--- src/logic/fetch_params.svh ---
`ifndef FETCH_PARAMS_SVH
`define FETCH_PARAMS_SVH

// PC loaded on reset
`define FETCH_RESET_PC 32'h0000_0200

// Cache geometry
`define FETCH_LINE_WORDS 4
`define FETCH_LINES 16

// addi x0, x0, 0
`define FETCH_NOP 32'h0000_0013

// Word address split: tag | index | offset
`define FETCH_OFFSET_W ($clog2(`FETCH_LINE_WORDS))
`define FETCH_INDEX_W ($clog2(`FETCH_LINES))
`define FETCH_TAG_W (30 - `FETCH_INDEX_W - `FETCH_OFFSET_W)
`define FETCH_DATA_AW (`FETCH_INDEX_W + `FETCH_OFFSET_W)
`define FETCH_DATA_DEPTH (`FETCH_LINES * `FETCH_LINE_WORDS)

`endif

--- src/logic/fetch_pkg.sv ---
`default_nettype none

`include "fetch_params.svh"

package fetch_pkg;

    // Redirect from later stages; pc_src 01 jump, 10 branch
    typedef struct packed {
        logic [1:0]  pc_src;
        logic [31:0] pc_branch;
        logic [31:0] pc_j;
    } redirect_t;

    typedef struct packed {
        logic [31:0] pc;
        logic [31:0] inst;
    } if_id_t;

    // AXI4-Lite read address channel, master side
    typedef struct packed {
        logic        arvalid;
        logic [31:0] araddr;
    } axi_ar_t;

    // AXI4-Lite read data channel, slave side
    typedef struct packed {
        logic        rvalid;
        logic [31:0] rdata;
        logic [1:0]  rresp;
    } axi_r_t;

    typedef struct packed {
        logic                    valid;
        logic [`FETCH_TAG_W-1:0] tag;
    } tag_entry_t;

    typedef logic [`FETCH_LINE_WORDS-1:0][31:0] line_t;

endpackage

`default_nettype wire

--- src/logic/fetch_stage.sv ---
`timescale 1ns/10ps
`default_nettype none

`include "fetch_params.svh"

module fetch_stage import fetch_pkg::*; (
    input  logic        clk,
    input  logic        rst_n,
    input  logic        stall,
    input  logic        flush,
    input  logic        load_use_hazard,
    input  redirect_t   redirect,
    input  logic        icache_stall,
    input  logic [31:0] fetch_rdata,
    output logic [29:0] fetch_addr,
    output if_id_t      if_id,
    output logic [31:0] pc
);

    logic [31:0] pc_next;
    logic [31:0] pc_plus4;
    logic [31:0] inst_swapped;
    logic        pc_hold;

    assign pc_plus4 = pc + 32'd4;

    always_comb begin
        case (redirect.pc_src)
            2'b01:   pc_next = redirect.pc_j;
            2'b10:   pc_next = redirect.pc_branch;
            default: pc_next = pc_plus4;
        endcase
    end

    // Memory words are little endian
    assign inst_swapped = {fetch_rdata[7:0], fetch_rdata[15:8],
                           fetch_rdata[23:16], fetch_rdata[31:24]};

    assign pc_hold    = stall || load_use_hazard || icache_stall;
    assign fetch_addr = pc[31:2];

    always_ff @(posedge clk or negedge rst_n) begin
        if (!rst_n) begin
            pc <= `FETCH_RESET_PC;
        end else if (!pc_hold) begin
            pc <= pc_next;
        end
    end

    // IF/ID loads every cycle, a bubble while flushing or refilling
    always_ff @(posedge clk or negedge rst_n) begin
        if (!rst_n) begin
            if_id <= '0;
        end else begin
            if_id.pc <= pc;
            if (flush || icache_stall) begin
                if_id.inst <= `FETCH_NOP;
            end else begin
                if_id.inst <= inst_swapped;
            end
        end
    end

    // Redirect targets come from outside, so alignment is checked here
    a_pc_aligned: assert property (
        @(posedge clk) disable iff (!rst_n)
        pc[1:0] == 2'b00
    );

endmodule

`default_nettype wire

--- src/logic/icache_ram.sv ---
`timescale 1ns/10ps
`default_nettype none

`include "fetch_params.svh"

module icache_ram import fetch_pkg::*; #(
    parameter type entry_t = tag_entry_t,
    parameter int  depth   = `FETCH_LINES
) (
    input  logic                     clk,
    input  logic                     rst_n,
    input  logic                     we,
    input  logic [$clog2(depth)-1:0] waddr,
    input  logic [$clog2(depth)-1:0] raddr,
    input  entry_t                   wdata,
    output entry_t                   rdata
);

    entry_t mem [depth];

    // Cleared on reset so every tag starts invalid
    always_ff @(posedge clk or negedge rst_n) begin
        if (!rst_n) begin
            for (int i = 0; i < depth; i++) begin
                mem[i] <= '0;
            end
        end else if (we) begin
            mem[waddr] <= wdata;
        end
    end

    // Read is combinational for a same-cycle hit
    assign rdata = mem[raddr];

endmodule

`default_nettype wire

--- src/logic/refill_counter.sv ---
`timescale 1ns/10ps
`default_nettype none

`include "fetch_params.svh"

module refill_counter import fetch_pkg::*; (
    input  logic                       clk,
    input  logic                       rst_n,
    input  logic                       start,
    input  logic                       ar_done,
    input  logic                       r_done,
    output logic [`FETCH_OFFSET_W-1:0] word_offset,
    output logic                       last_beat
);

    logic ar_pending;

    always_ff @(posedge clk or negedge rst_n) begin
        if (!rst_n) begin
            word_offset <= '0;
        end else if (start) begin
            word_offset <= '0;
        end else if (r_done) begin
            word_offset <= word_offset + 1'b1;
        end
    end

    // Tracks the single outstanding read of this refill
    always_ff @(posedge clk or negedge rst_n) begin
        if (!rst_n) begin
            ar_pending <= 1'b0;
        end else if (start) begin
            ar_pending <= 1'b0;
        end else if (ar_done) begin
            ar_pending <= 1'b1;
        end else if (r_done) begin
            ar_pending <= 1'b0;
        end
    end

    assign last_beat = (word_offset == `FETCH_OFFSET_W'(`FETCH_LINE_WORDS - 1));

    a_r_after_ar: assert property (
        @(posedge clk) disable iff (!rst_n)
        r_done |-> ar_pending
    );

endmodule

`default_nettype wire

--- src/logic/icache_ctrl.sv ---
`timescale 1ns/10ps
`default_nettype none

`include "fetch_params.svh"

module icache_ctrl import fetch_pkg::*; (
    input  logic                       clk,
    input  logic                       rst_n,
    input  logic [29:0]                fetch_addr,
    output logic [31:0]                fetch_rdata,
    output logic                       icache_stall,
    input  tag_entry_t                 tag_rdata,
    output logic                       tag_we,
    output tag_entry_t                 tag_wdata,
    input  logic [31:0]                data_rdata,
    output logic                       data_we,
    output logic [`FETCH_DATA_AW-1:0]  data_waddr,
    output logic [31:0]                data_wdata,
    output axi_ar_t                    ar,
    input  logic                       arready,
    input  axi_r_t                     r,
    output logic                       rready,
    output logic                       refill_start,
    output logic                       ar_done,
    output logic                       r_done,
    input  logic [`FETCH_OFFSET_W-1:0] word_offset,
    input  logic                       last_beat
);

    typedef enum logic [1:0] {
        LOOKUP,
        READ_ADDR,
        READ_DATA
    } state_t;

    state_t                    state;
    state_t                    state_next;
    logic [`FETCH_TAG_W-1:0]   fa_tag;
    logic [`FETCH_INDEX_W-1:0] fa_index;
    logic [`FETCH_TAG_W-1:0]   miss_tag;
    logic [`FETCH_INDEX_W-1:0] miss_index;
    logic                      hit;

    assign fa_tag   = fetch_addr[29 -: `FETCH_TAG_W];
    assign fa_index = fetch_addr[`FETCH_OFFSET_W +: `FETCH_INDEX_W];

    assign hit          = tag_rdata.valid && (tag_rdata.tag == fa_tag);
    assign fetch_rdata  = data_rdata;
    assign icache_stall = (state != LOOKUP) || !hit;
    assign refill_start = (state == LOOKUP) && !hit;

    // Line under refill, held so the request ignores fetch_addr
    always_ff @(posedge clk) begin
        if (refill_start) begin
            miss_tag   <= fa_tag;
            miss_index <= fa_index;
        end
    end

    always_comb begin
        state_next = state;
        case (state)
            LOOKUP: begin
                if (!hit) begin
                    state_next = READ_ADDR;
                end
            end
            READ_ADDR: begin
                if (ar_done) begin
                    state_next = READ_DATA;
                end
            end
            READ_DATA: begin
                if (r_done) begin
                    state_next = last_beat ? LOOKUP : READ_ADDR;
                end
            end
            default: state_next = LOOKUP;
        endcase
    end

    always_ff @(posedge clk or negedge rst_n) begin
        if (!rst_n) begin
            state <= LOOKUP;
        end else begin
            state <= state_next;
        end
    end

    // One word per AXI read, line base plus beat offset
    assign ar.arvalid = (state == READ_ADDR);
    assign ar.araddr  = {miss_tag, miss_index, word_offset, 2'b00};
    assign rready     = (state == READ_DATA);

    assign ar_done = ar.arvalid && arready;
    assign r_done  = r.rvalid && rready;

    assign data_we    = r_done;
    assign data_waddr = {miss_index, word_offset};
    assign data_wdata = r.rdata;

    // Tag goes valid with the final word so the next lookup hits
    assign tag_we          = r_done && last_beat;
    assign tag_wdata.valid = 1'b1;
    assign tag_wdata.tag   = miss_tag;

    a_ar_stable: assert property (
        @(posedge clk) disable iff (!rst_n)
        ar.arvalid && !arready |=> ar.arvalid && $stable(ar.araddr)
    );

endmodule

`default_nettype wire

--- src/logic/fetch_top.sv ---
`timescale 1ns/10ps
`default_nettype none

`include "fetch_params.svh"

module fetch_top import fetch_pkg::*; (
    input  logic        clk,
    input  logic        rst_n,
    input  logic        stall,
    input  logic        flush,
    input  logic        load_use_hazard,
    input  redirect_t   redirect,
    output if_id_t      if_id,
    output logic [31:0] pc,
    output axi_ar_t     ar,
    input  logic        arready,
    input  axi_r_t      r,
    output logic        rready
);

    logic [29:0]                fetch_addr;
    logic [31:0]                fetch_rdata;
    logic                       icache_stall;
    tag_entry_t                 tag_rdata;
    tag_entry_t                 tag_wdata;
    logic                       tag_we;
    logic [31:0]                data_rdata;
    logic [31:0]                data_wdata;
    logic                       data_we;
    logic [`FETCH_DATA_AW-1:0]  data_waddr;
    logic                       refill_start;
    logic                       ar_done;
    logic                       r_done;
    logic [`FETCH_OFFSET_W-1:0] word_offset;
    logic                       last_beat;

    fetch_stage u_fetch (
        .clk             (clk),
        .rst_n           (rst_n),
        .stall           (stall),
        .flush           (flush),
        .load_use_hazard (load_use_hazard),
        .redirect        (redirect),
        .icache_stall    (icache_stall),
        .fetch_rdata     (fetch_rdata),
        .fetch_addr      (fetch_addr),
        .if_id           (if_id),
        .pc              (pc)
    );

    icache_ctrl u_ctrl (
        .clk          (clk),
        .rst_n        (rst_n),
        .fetch_addr   (fetch_addr),
        .fetch_rdata  (fetch_rdata),
        .icache_stall (icache_stall),
        .tag_rdata    (tag_rdata),
        .tag_we       (tag_we),
        .tag_wdata    (tag_wdata),
        .data_rdata   (data_rdata),
        .data_we      (data_we),
        .data_waddr   (data_waddr),
        .data_wdata   (data_wdata),
        .ar           (ar),
        .arready      (arready),
        .r            (r),
        .rready       (rready),
        .refill_start (refill_start),
        .ar_done      (ar_done),
        .r_done       (r_done),
        .word_offset  (word_offset),
        .last_beat    (last_beat)
    );

    refill_counter u_cnt (
        .clk         (clk),
        .rst_n       (rst_n),
        .start       (refill_start),
        .ar_done     (ar_done),
        .r_done      (r_done),
        .word_offset (word_offset),
        .last_beat   (last_beat)
    );

    // Tag array indexed by line
    icache_ram #(
        .entry_t (tag_entry_t),
        .depth   (`FETCH_LINES)
    ) u_tags (
        .clk   (clk),
        .rst_n (rst_n),
        .we    (tag_we),
        .waddr (data_waddr[`FETCH_DATA_AW-1:`FETCH_OFFSET_W]),
        .raddr (fetch_addr[`FETCH_DATA_AW-1:`FETCH_OFFSET_W]),
        .wdata (tag_wdata),
        .rdata (tag_rdata)
    );

    // Data array indexed by line and word
    icache_ram #(
        .entry_t (logic [31:0]),
        .depth   (`FETCH_DATA_DEPTH)
    ) u_data (
        .clk   (clk),
        .rst_n (rst_n),
        .we    (data_we),
        .waddr (data_waddr),
        .raddr (fetch_addr[`FETCH_DATA_AW-1:0]),
        .wdata (data_wdata),
        .rdata (data_rdata)
    );

endmodule

`default_nettype wire

--- config.mk ---
export PLATFORM = sky130hd
export DESIGN_NAME = fetch_top
export DESIGN_NICKNAME = d
export VERILOG_FILES = /design/src/logic/fetch_pkg.sv /design/src/logic/fetch_stage.sv /design/src/logic/icache_ram.sv /design/src/logic/refill_counter.sv /design/src/logic/icache_ctrl.sv /design/src/logic/fetch_top.sv
export VERILOG_INCLUDE_DIRS = /design/src /design/src/logic
export SDC_FILE = /design/constraint.sdc
export NUM_CORES = 2
export LEC_CHECK = 0
export BUFFER_PORTS_ARGS = -buffer_cell sky130_fd_sc_hd__buf_2
export CAP_MARGIN = 20
export CORE_AREA = 10 10 525 476
export DETAILED_ROUTE_END_ITERATION = 16
export DIE_AREA = 0 0 535 486
export GPL_TIMING_DRIVEN = 0
export PLACE_DENSITY_LB_ADDON = 0.05
export SETUP_SLACK_MARGIN = 0.02
export SLEW_MARGIN = 10
export SYNTH_ARGS = -nofsm -noshare
export SYNTH_HDL_FRONTEND = slang
export SYNTH_SLANG_ARGS = --single-unit
--- constraint.sdc ---
create_clock -name clk -period 4.43 [get_ports clk]
set_input_delay 0 -clock clk [delete_from_list [all_inputs] [get_ports clk]]
set_output_delay 0 -clock clk [all_outputs]
set_load 0.02 [all_outputs]
# Word-level counts from Yosys, hierarchy flattened
# Index checks and enable logic that the tools add are counted.
# op_classes
add_sub_neg	2
magnitude_cmp	6
eq_ne	9
muxes	21
bitwise_logic	4
n_reduce_logical	16
# ops
operator	count
$bwmux W2048	1
$bwmux W400	1
$bmux W32 S6	1
$demux W32 S6	1
$mux W32	4
$bmux W25 S4	1
$demux W25 S4	1
$mux W25	3
$pmux W32 S2	1
$add A32 B3 Y32 const B	1
$eq A24 B24 Y1	1
$ge A7 B7 Y1 const B	2
$not A6 Y7	2
$ge A5 B5 Y1 const B	2
$mux W2	5
$not A4 Y5	2
$logic_and A1 B1 Y1	7
$lt A7 B1 Y1 const B	1
$eq A2 B2 Y1 const B	3
$ne A2 B2 Y1 const B	3
$pmux W2 S3	1
$lt A5 B1 Y1 const B	1
$eq A2 B1 Y1 const B	2
$logic_or A1 B1 Y1	4
other kinds (6)	7
# totals
ff_bits	2576
input_bits	107
out_inout_bits	130
word_cells	161

# Logic depth before layout (Yosys ltp)
# logic_depth
word_depth	10
ltp_mapped	15
depth_no_buf	9

# Cells and area by module
# A second synthesis with hierarchy kept.
# hier_totals
cells_unflattened	7482
hier_area_um2	116888.4
# by_module_without_submodules
mod	n_inst	cells_each	area_each_um2	seq_area_each_um2
icache_ram (u_data)	1	5789	92461.2	51249.2
icache_ram (u_tags)	1	1101	17957.2	10009.6
fetch_stage	1	404	4375.4	2403.6
icache_ctrl	1	181	2005.7	890.9
refill_counter	1	7	88.8	50.0

# Least setup slack after synthesis
# Ideal clock, no wire load.
# synth_timing
kind	flip-flop to flip-flop
from	register u_fetch.pc[5]
to	register u_ctrl.miss_index[0] (enable)
setup_time_ps	453
arrival_time_ps	4458
required_ps	3977
slack_ps	-481
stages_incl_launch_ff	11
n_path_buf	3
period_less_slack_ps	4911
path_cell_list	dfrtp_1 buf_4 buf_6 mux4_2 mux4_2 xnor2_1 nor2_1 nand4_1 nor3_1 clkbuf_1 nor3_1
# synth_between
elab_chain_cells	8
# synth_lines
element	line_no	source
start: declaration	fetch_stage.sv:17	output logic [31:0] pc
start signal: assignment	fetch_stage.sv:44	pc <= `FETCH_RESET_PC;
start signal: assignment	fetch_stage.sv:46	pc <= pc_next;
$not A4 Y5 (not written as such) *	icache_ram.sv:33	assign rdata = mem[raddr];
$bmux W25 S4 *	icache_ram.sv:33	
$mux W25 (not written as such) * (2 in a row)	icache_ram.sv:33	
$eq A24 B24 Y1	icache_ctrl.sv:47	assign hit = tag_rdata.valid && (tag_rdata.tag == fa_tag);
$logic_and A1 B1 Y1 *	icache_ctrl.sv:47	
$logic_not A1 Y1 *	icache_ctrl.sv:50	assign refill_start = (state == LOOKUP) && !hit;
$logic_and A1 B1 Y1 *	icache_ctrl.sv:50	
net refill_start	fetch_top.sv:31	logic refill_start;
end signal: assignment	icache_ctrl.sv:56	miss_index <= fa_index;
end: declaration	icache_ctrl.sv:41	logic [`FETCH_INDEX_W-1:0] miss_index;
# The timed path passes the listed nets; every way through them passes the cells marked *. The select of a mux whose other input is x is not followed.
# A chain may end at the register's enable or synchronous reset.

# Worst setup path in the final report
# layout_timing
from	register u_fetch.pc[4]
to	register u_fetch.pc[22]
# layout_between
elab_chain_cells	9
elab_cells_between_ends	11
cone_classes	add/sub: 1; eq/ne: 1; mux: 4; bitwise: 1; reduce/logical: 4
# layout_lines
element	line_no	source
$not A4 Y5 (not written as such)	icache_ram.sv:33	
$bmux W25 S4	icache_ram.sv:33	
$mux W25 (not written as such) (2 in a row)	icache_ram.sv:33	
$eq A24 B24 Y1	icache_ctrl.sv:47	
$logic_and A1 B1 Y1	icache_ctrl.sv:47	
$logic_not A1 Y1	icache_ctrl.sv:49	assign icache_stall = (state != LOOKUP) || !hit;
$logic_or A1 B1 Y1	icache_ctrl.sv:49	
$logic_or A1 B1 Y1	fetch_stage.sv:39	assign pc_hold = stall || load_use_hazard || icache_stall;
# Parallel ways exist; a longest one is shown, timed or not. The select of a mux whose other input is x is not followed.

==> impl_metrics.json <==
{
  "outcome": "finished, violations left",
  "violations": "negative setup slack",
  "io-pin-count": 237,
  "drc_errors": 0,
  "fin_util": 0.561,
  "nets": 8013,
  "cp.arrival_ns": 5.25,
  "grt_first_pass_wirelength_mm": 531,
  "synth_seq_cells": 2576,
  "slew_violations": 0,
  "placed_cells": 10700,
  "synth_cell_types": 73,
  "dieArea_mm2": 0.260,
  "track_usage": 0.280,
  "die_w_um": 535,
  "synth_flop_cell": "dfrtp_1",
  "yosys-top-cells-count": "dfrtp_1 (2547), mux2_2 (2442), mux4_2 (742)",
  "drt-initial-drc-count": 6034,
  "stdcell_count": 11300,
  "seq_area_mm2": 0.0646,
  "fmax_mhz": 224,
  "comb_power_share": 0.145,
  "placed_area_mm2": 0.123,
  "timing.final.crit_share": 1.01,
  "slowest_delay_ns": 0.69,
  "synth_top_area_cell": "dfrtp_1",
  "pwr_density_cell_mw_per_mm2": 442,
  "fin_area_mm2": 0.134,
  "cts-htree-levels": 5,
  "clock_skew_ns": 0.0424,
  "multi_input_area_mm2": 0.0492,
  "fp.dieH_um": 486,
  "root_buffer": "clkbuf_16",
  "drv_cap": 0,
  "rows": 171,
  "p_sw_uw": 15100,
  "clockBufferDepth": 4,
  "vias": 69700,
  "gp_congestion": 0.962,
  "p_leak_uw": 0.0632,
  "rsz0062_at_grt": "false",
  "fill_cells": 19000,
  "peakVddDrop_v": 0.000444,
  "cts_tree": "built",
  "synth-edff-count": 28,
  "startpoint_type": "flop",
  "sw_frac_of_total": 0.254,
  "numPortBuffers": 200,
  "wl_per_cell_um": 32.6,
  "period_needed_ns": 4.47,
  "antenna_found_initial": 28,
  "crit_top_cell": "buf_6",
  "slew_headroom": 0.169,
  "hold_viol": 0,
  "cp_num_buf_inv": 5,
  "synth_area_leaders": "dfrtp_1 (55%), mux2_2 (24%), mux4_2 (14%), clkbuf_1 (1.6%), mux2i_1 (0.81%)",
  "start_util": 0.486,
  "hp-class": "in2reg",
  "hpwl_mm": 273,
  "viasPerCell": 6.16,
  "place_ws_ns": -2.11,
  "cts_sinks": 2576,
  "cp_cell_sequence": "buf_6 -> buf_6 -> mux4_2 -> nor2_1 -> nor4_1 -> nor4_2 -> nand4_1 -> or3_4 -> nor4_4 -> buf_4 -> buf_6 -> buf_6 -> mux2i_1 -> nand2_1",
  "core_mm2": 0.239,
  "synth_top_area_frac": 0.547,
  "r2r_slack_ns": -0.04,
  "totalWireLength_mm": 369,
  "p_seq_frac": 0.453,
  "yosysSeqAreaShare": 0.555,
  "drive_gt1_frac": 0.511,
  "ant_nets": 0,
  "area_growth_pct": 15.4,
  "tns_ns": -0.0423,
  "grt_pass1_vias": 71300,
  "setup_slack_ns": -0.0423,
  "path_clk_slew_ns": 0.06,
  "critPathTopFamily": "simple AND/OR/NAND/NOR gates",
  "end_kind": "flop",
  "yosysMostFrequentCell": "dfrtp_1",
  "dr.pass1.iters": 6,
  "syn_inst": 7194,
  "ys_warn_count": 0,
  "critical_path_class": "reg2reg",
  "grt_overflow_total": 0,
  "cp_data_required_time_ns": 5.20,
  "worst_pin_slew_ns": 1.24,
  "numCtsBuffers": 294,
  "synthesis.area_mm2": 0.116,
  "pwr-share-clk": 0.402,
  "setup_viol": 1,
  "clock_latency_ns": 0.93,
  "cpMaxStageDelayCell": "mux4_2",
  "p_int_uw": 44300,
  "grt_max_degree": 155,
  "avgSynthCellArea_um2": 16.2,
  "cp_max_fo": 10,
  "synthArstFlopShare": 0.989
}
final timing paths:
kind	end	start	depth (start not counted)
setup / recovery	u_fetch.pc[22]	u_fetch.pc[4]	14
min in group asynchronous	u_data.mem[285]	rst_n	8
setup reg to reg	u_fetch.pc[22]	u_fetch.pc[4]	14
hold / removal	u_fetch.pc[24]	redirect[24]	6
hold reg to reg	u_fetch.if_id[32]	u_fetch.pc[0]	0
max in group asynchronous	u_tags.mem[21]	rst_n	13
worst min-delay path: stages:
cell and delay (ns):
buf_2 0.07, a22oi_1 0.07, dlygate4sd3_1 0.56, nor2_1 0.10
a2bb2oi_1 0.07, o211ai_1 0.07
per-layer routing:
metal	wire length, µm	vias to the layer above	global-route usage
met5	0	-	0
met2	153000	2335	0.387
met1	174000	38500	0.434
li1	-	28400	-
met3	31100	488	0.0795
met4	10900	0	0.0739
power by group through the flow:
stage / Combinational [µW] / Sequential (µW) / Clock [µW]
4_1_cts: 8430 / 26900 / 24300
3_5_place_dp: 8230 / 27300 / 0
3_3_place_gp: 7940 / 27300 / 0
6_report: 8590 / 26900 / 23900
2_1_floorplan: 5070 / 26900 / 0
5_1_grt: 9050 / 27100 / 25200
registers in the layout, summed over array words and instances, names as in the netlist:
| name | flops |
|---|---|
| u_ctrl.miss_tag | 24 |
| u_fetch.pc | 32 |
| u_ctrl.miss_index | 4 |
| u_data.mem | 2048 |
| u_ctrl.state | 2 |
| u_cnt.word_offset | 2 |
| u_fetch.if_id | 64 |
| u_tags.mem | 400 |
logic make-up (layout without fill, tap and decap cells):
kind of cell | count (synthesis) | count (layout) | synth area share
XOR/XNOR | 17 | 17 | 0.00128
buffers and inverters | 738 | 1644 | 0.0255
adder cells (fa/ha/maj) | 4 | 4 | 0.000430
multiplexers | 3300 | 3300 | 0.390
flip-flops | 2576 | 2576 | 0.555
other | 1 | 27 | 0.0000322
AND/OR/NAND/NOR | 407 | 407 | 0.0180
AO/OA/AOI/OAI | 151 | 151 | 0.00995
placed cells by master (no fill, tap or decap), types with 33 or more instances in the layout:
master / instances
buf_6: 41
nor2_1: 79
nand2_1: 103
buf_1: 134
buf_4: 35
clkinv_2: 35
buf_2: 217
dlygate4sd3_1: 124
dfrtp_1: 2545
mux2i_1: 86
mux2_2: 2442
clkbuf_1: 504
clkbuf_2: 69
clkbuf_8: 67
mux4_2: 742
clkbuf_16: 303
a22oi_1: 37
and3_1: 33
final cells by class:
type | instances | area share
flip-flops and latches | 2576 | 0.481
multi-input cells | 3881 | 0.366
clock buffers | 439 | 0.0648
well taps | 3200 | 0.0298
repair buffers | 411 | 0.0283
plain buffers | 724 | 0.0246
clock inverters | 56 | 0.00462
diodes | 25 | 0.000466
inverters | 14 | 0.000391
per-stage QoR:
| stage | hold slack (ns) | total power [µW] |
|---|---|---|
| after CTS | 0.00385 | 59600 |
| after detailed placement | -0.0186 | 35500 |
| after global routing | 0.0578 | 61400 |
| final | 0.0703 | 59400 |
| after global placement | 0.238 | 35300 |
| after floorplan | -0.296 | 32000 |
what timing repair did:
item,in CTS,in global routing
resized for setup,146,57
endpoints found under the hold margin,490,0
pin swaps,7,1
setup endpoints to repair,287,987
gates cloned,0,2
setup buffers,11,5
hold buffers,130,0
Power figures use the tool's default switching activity.
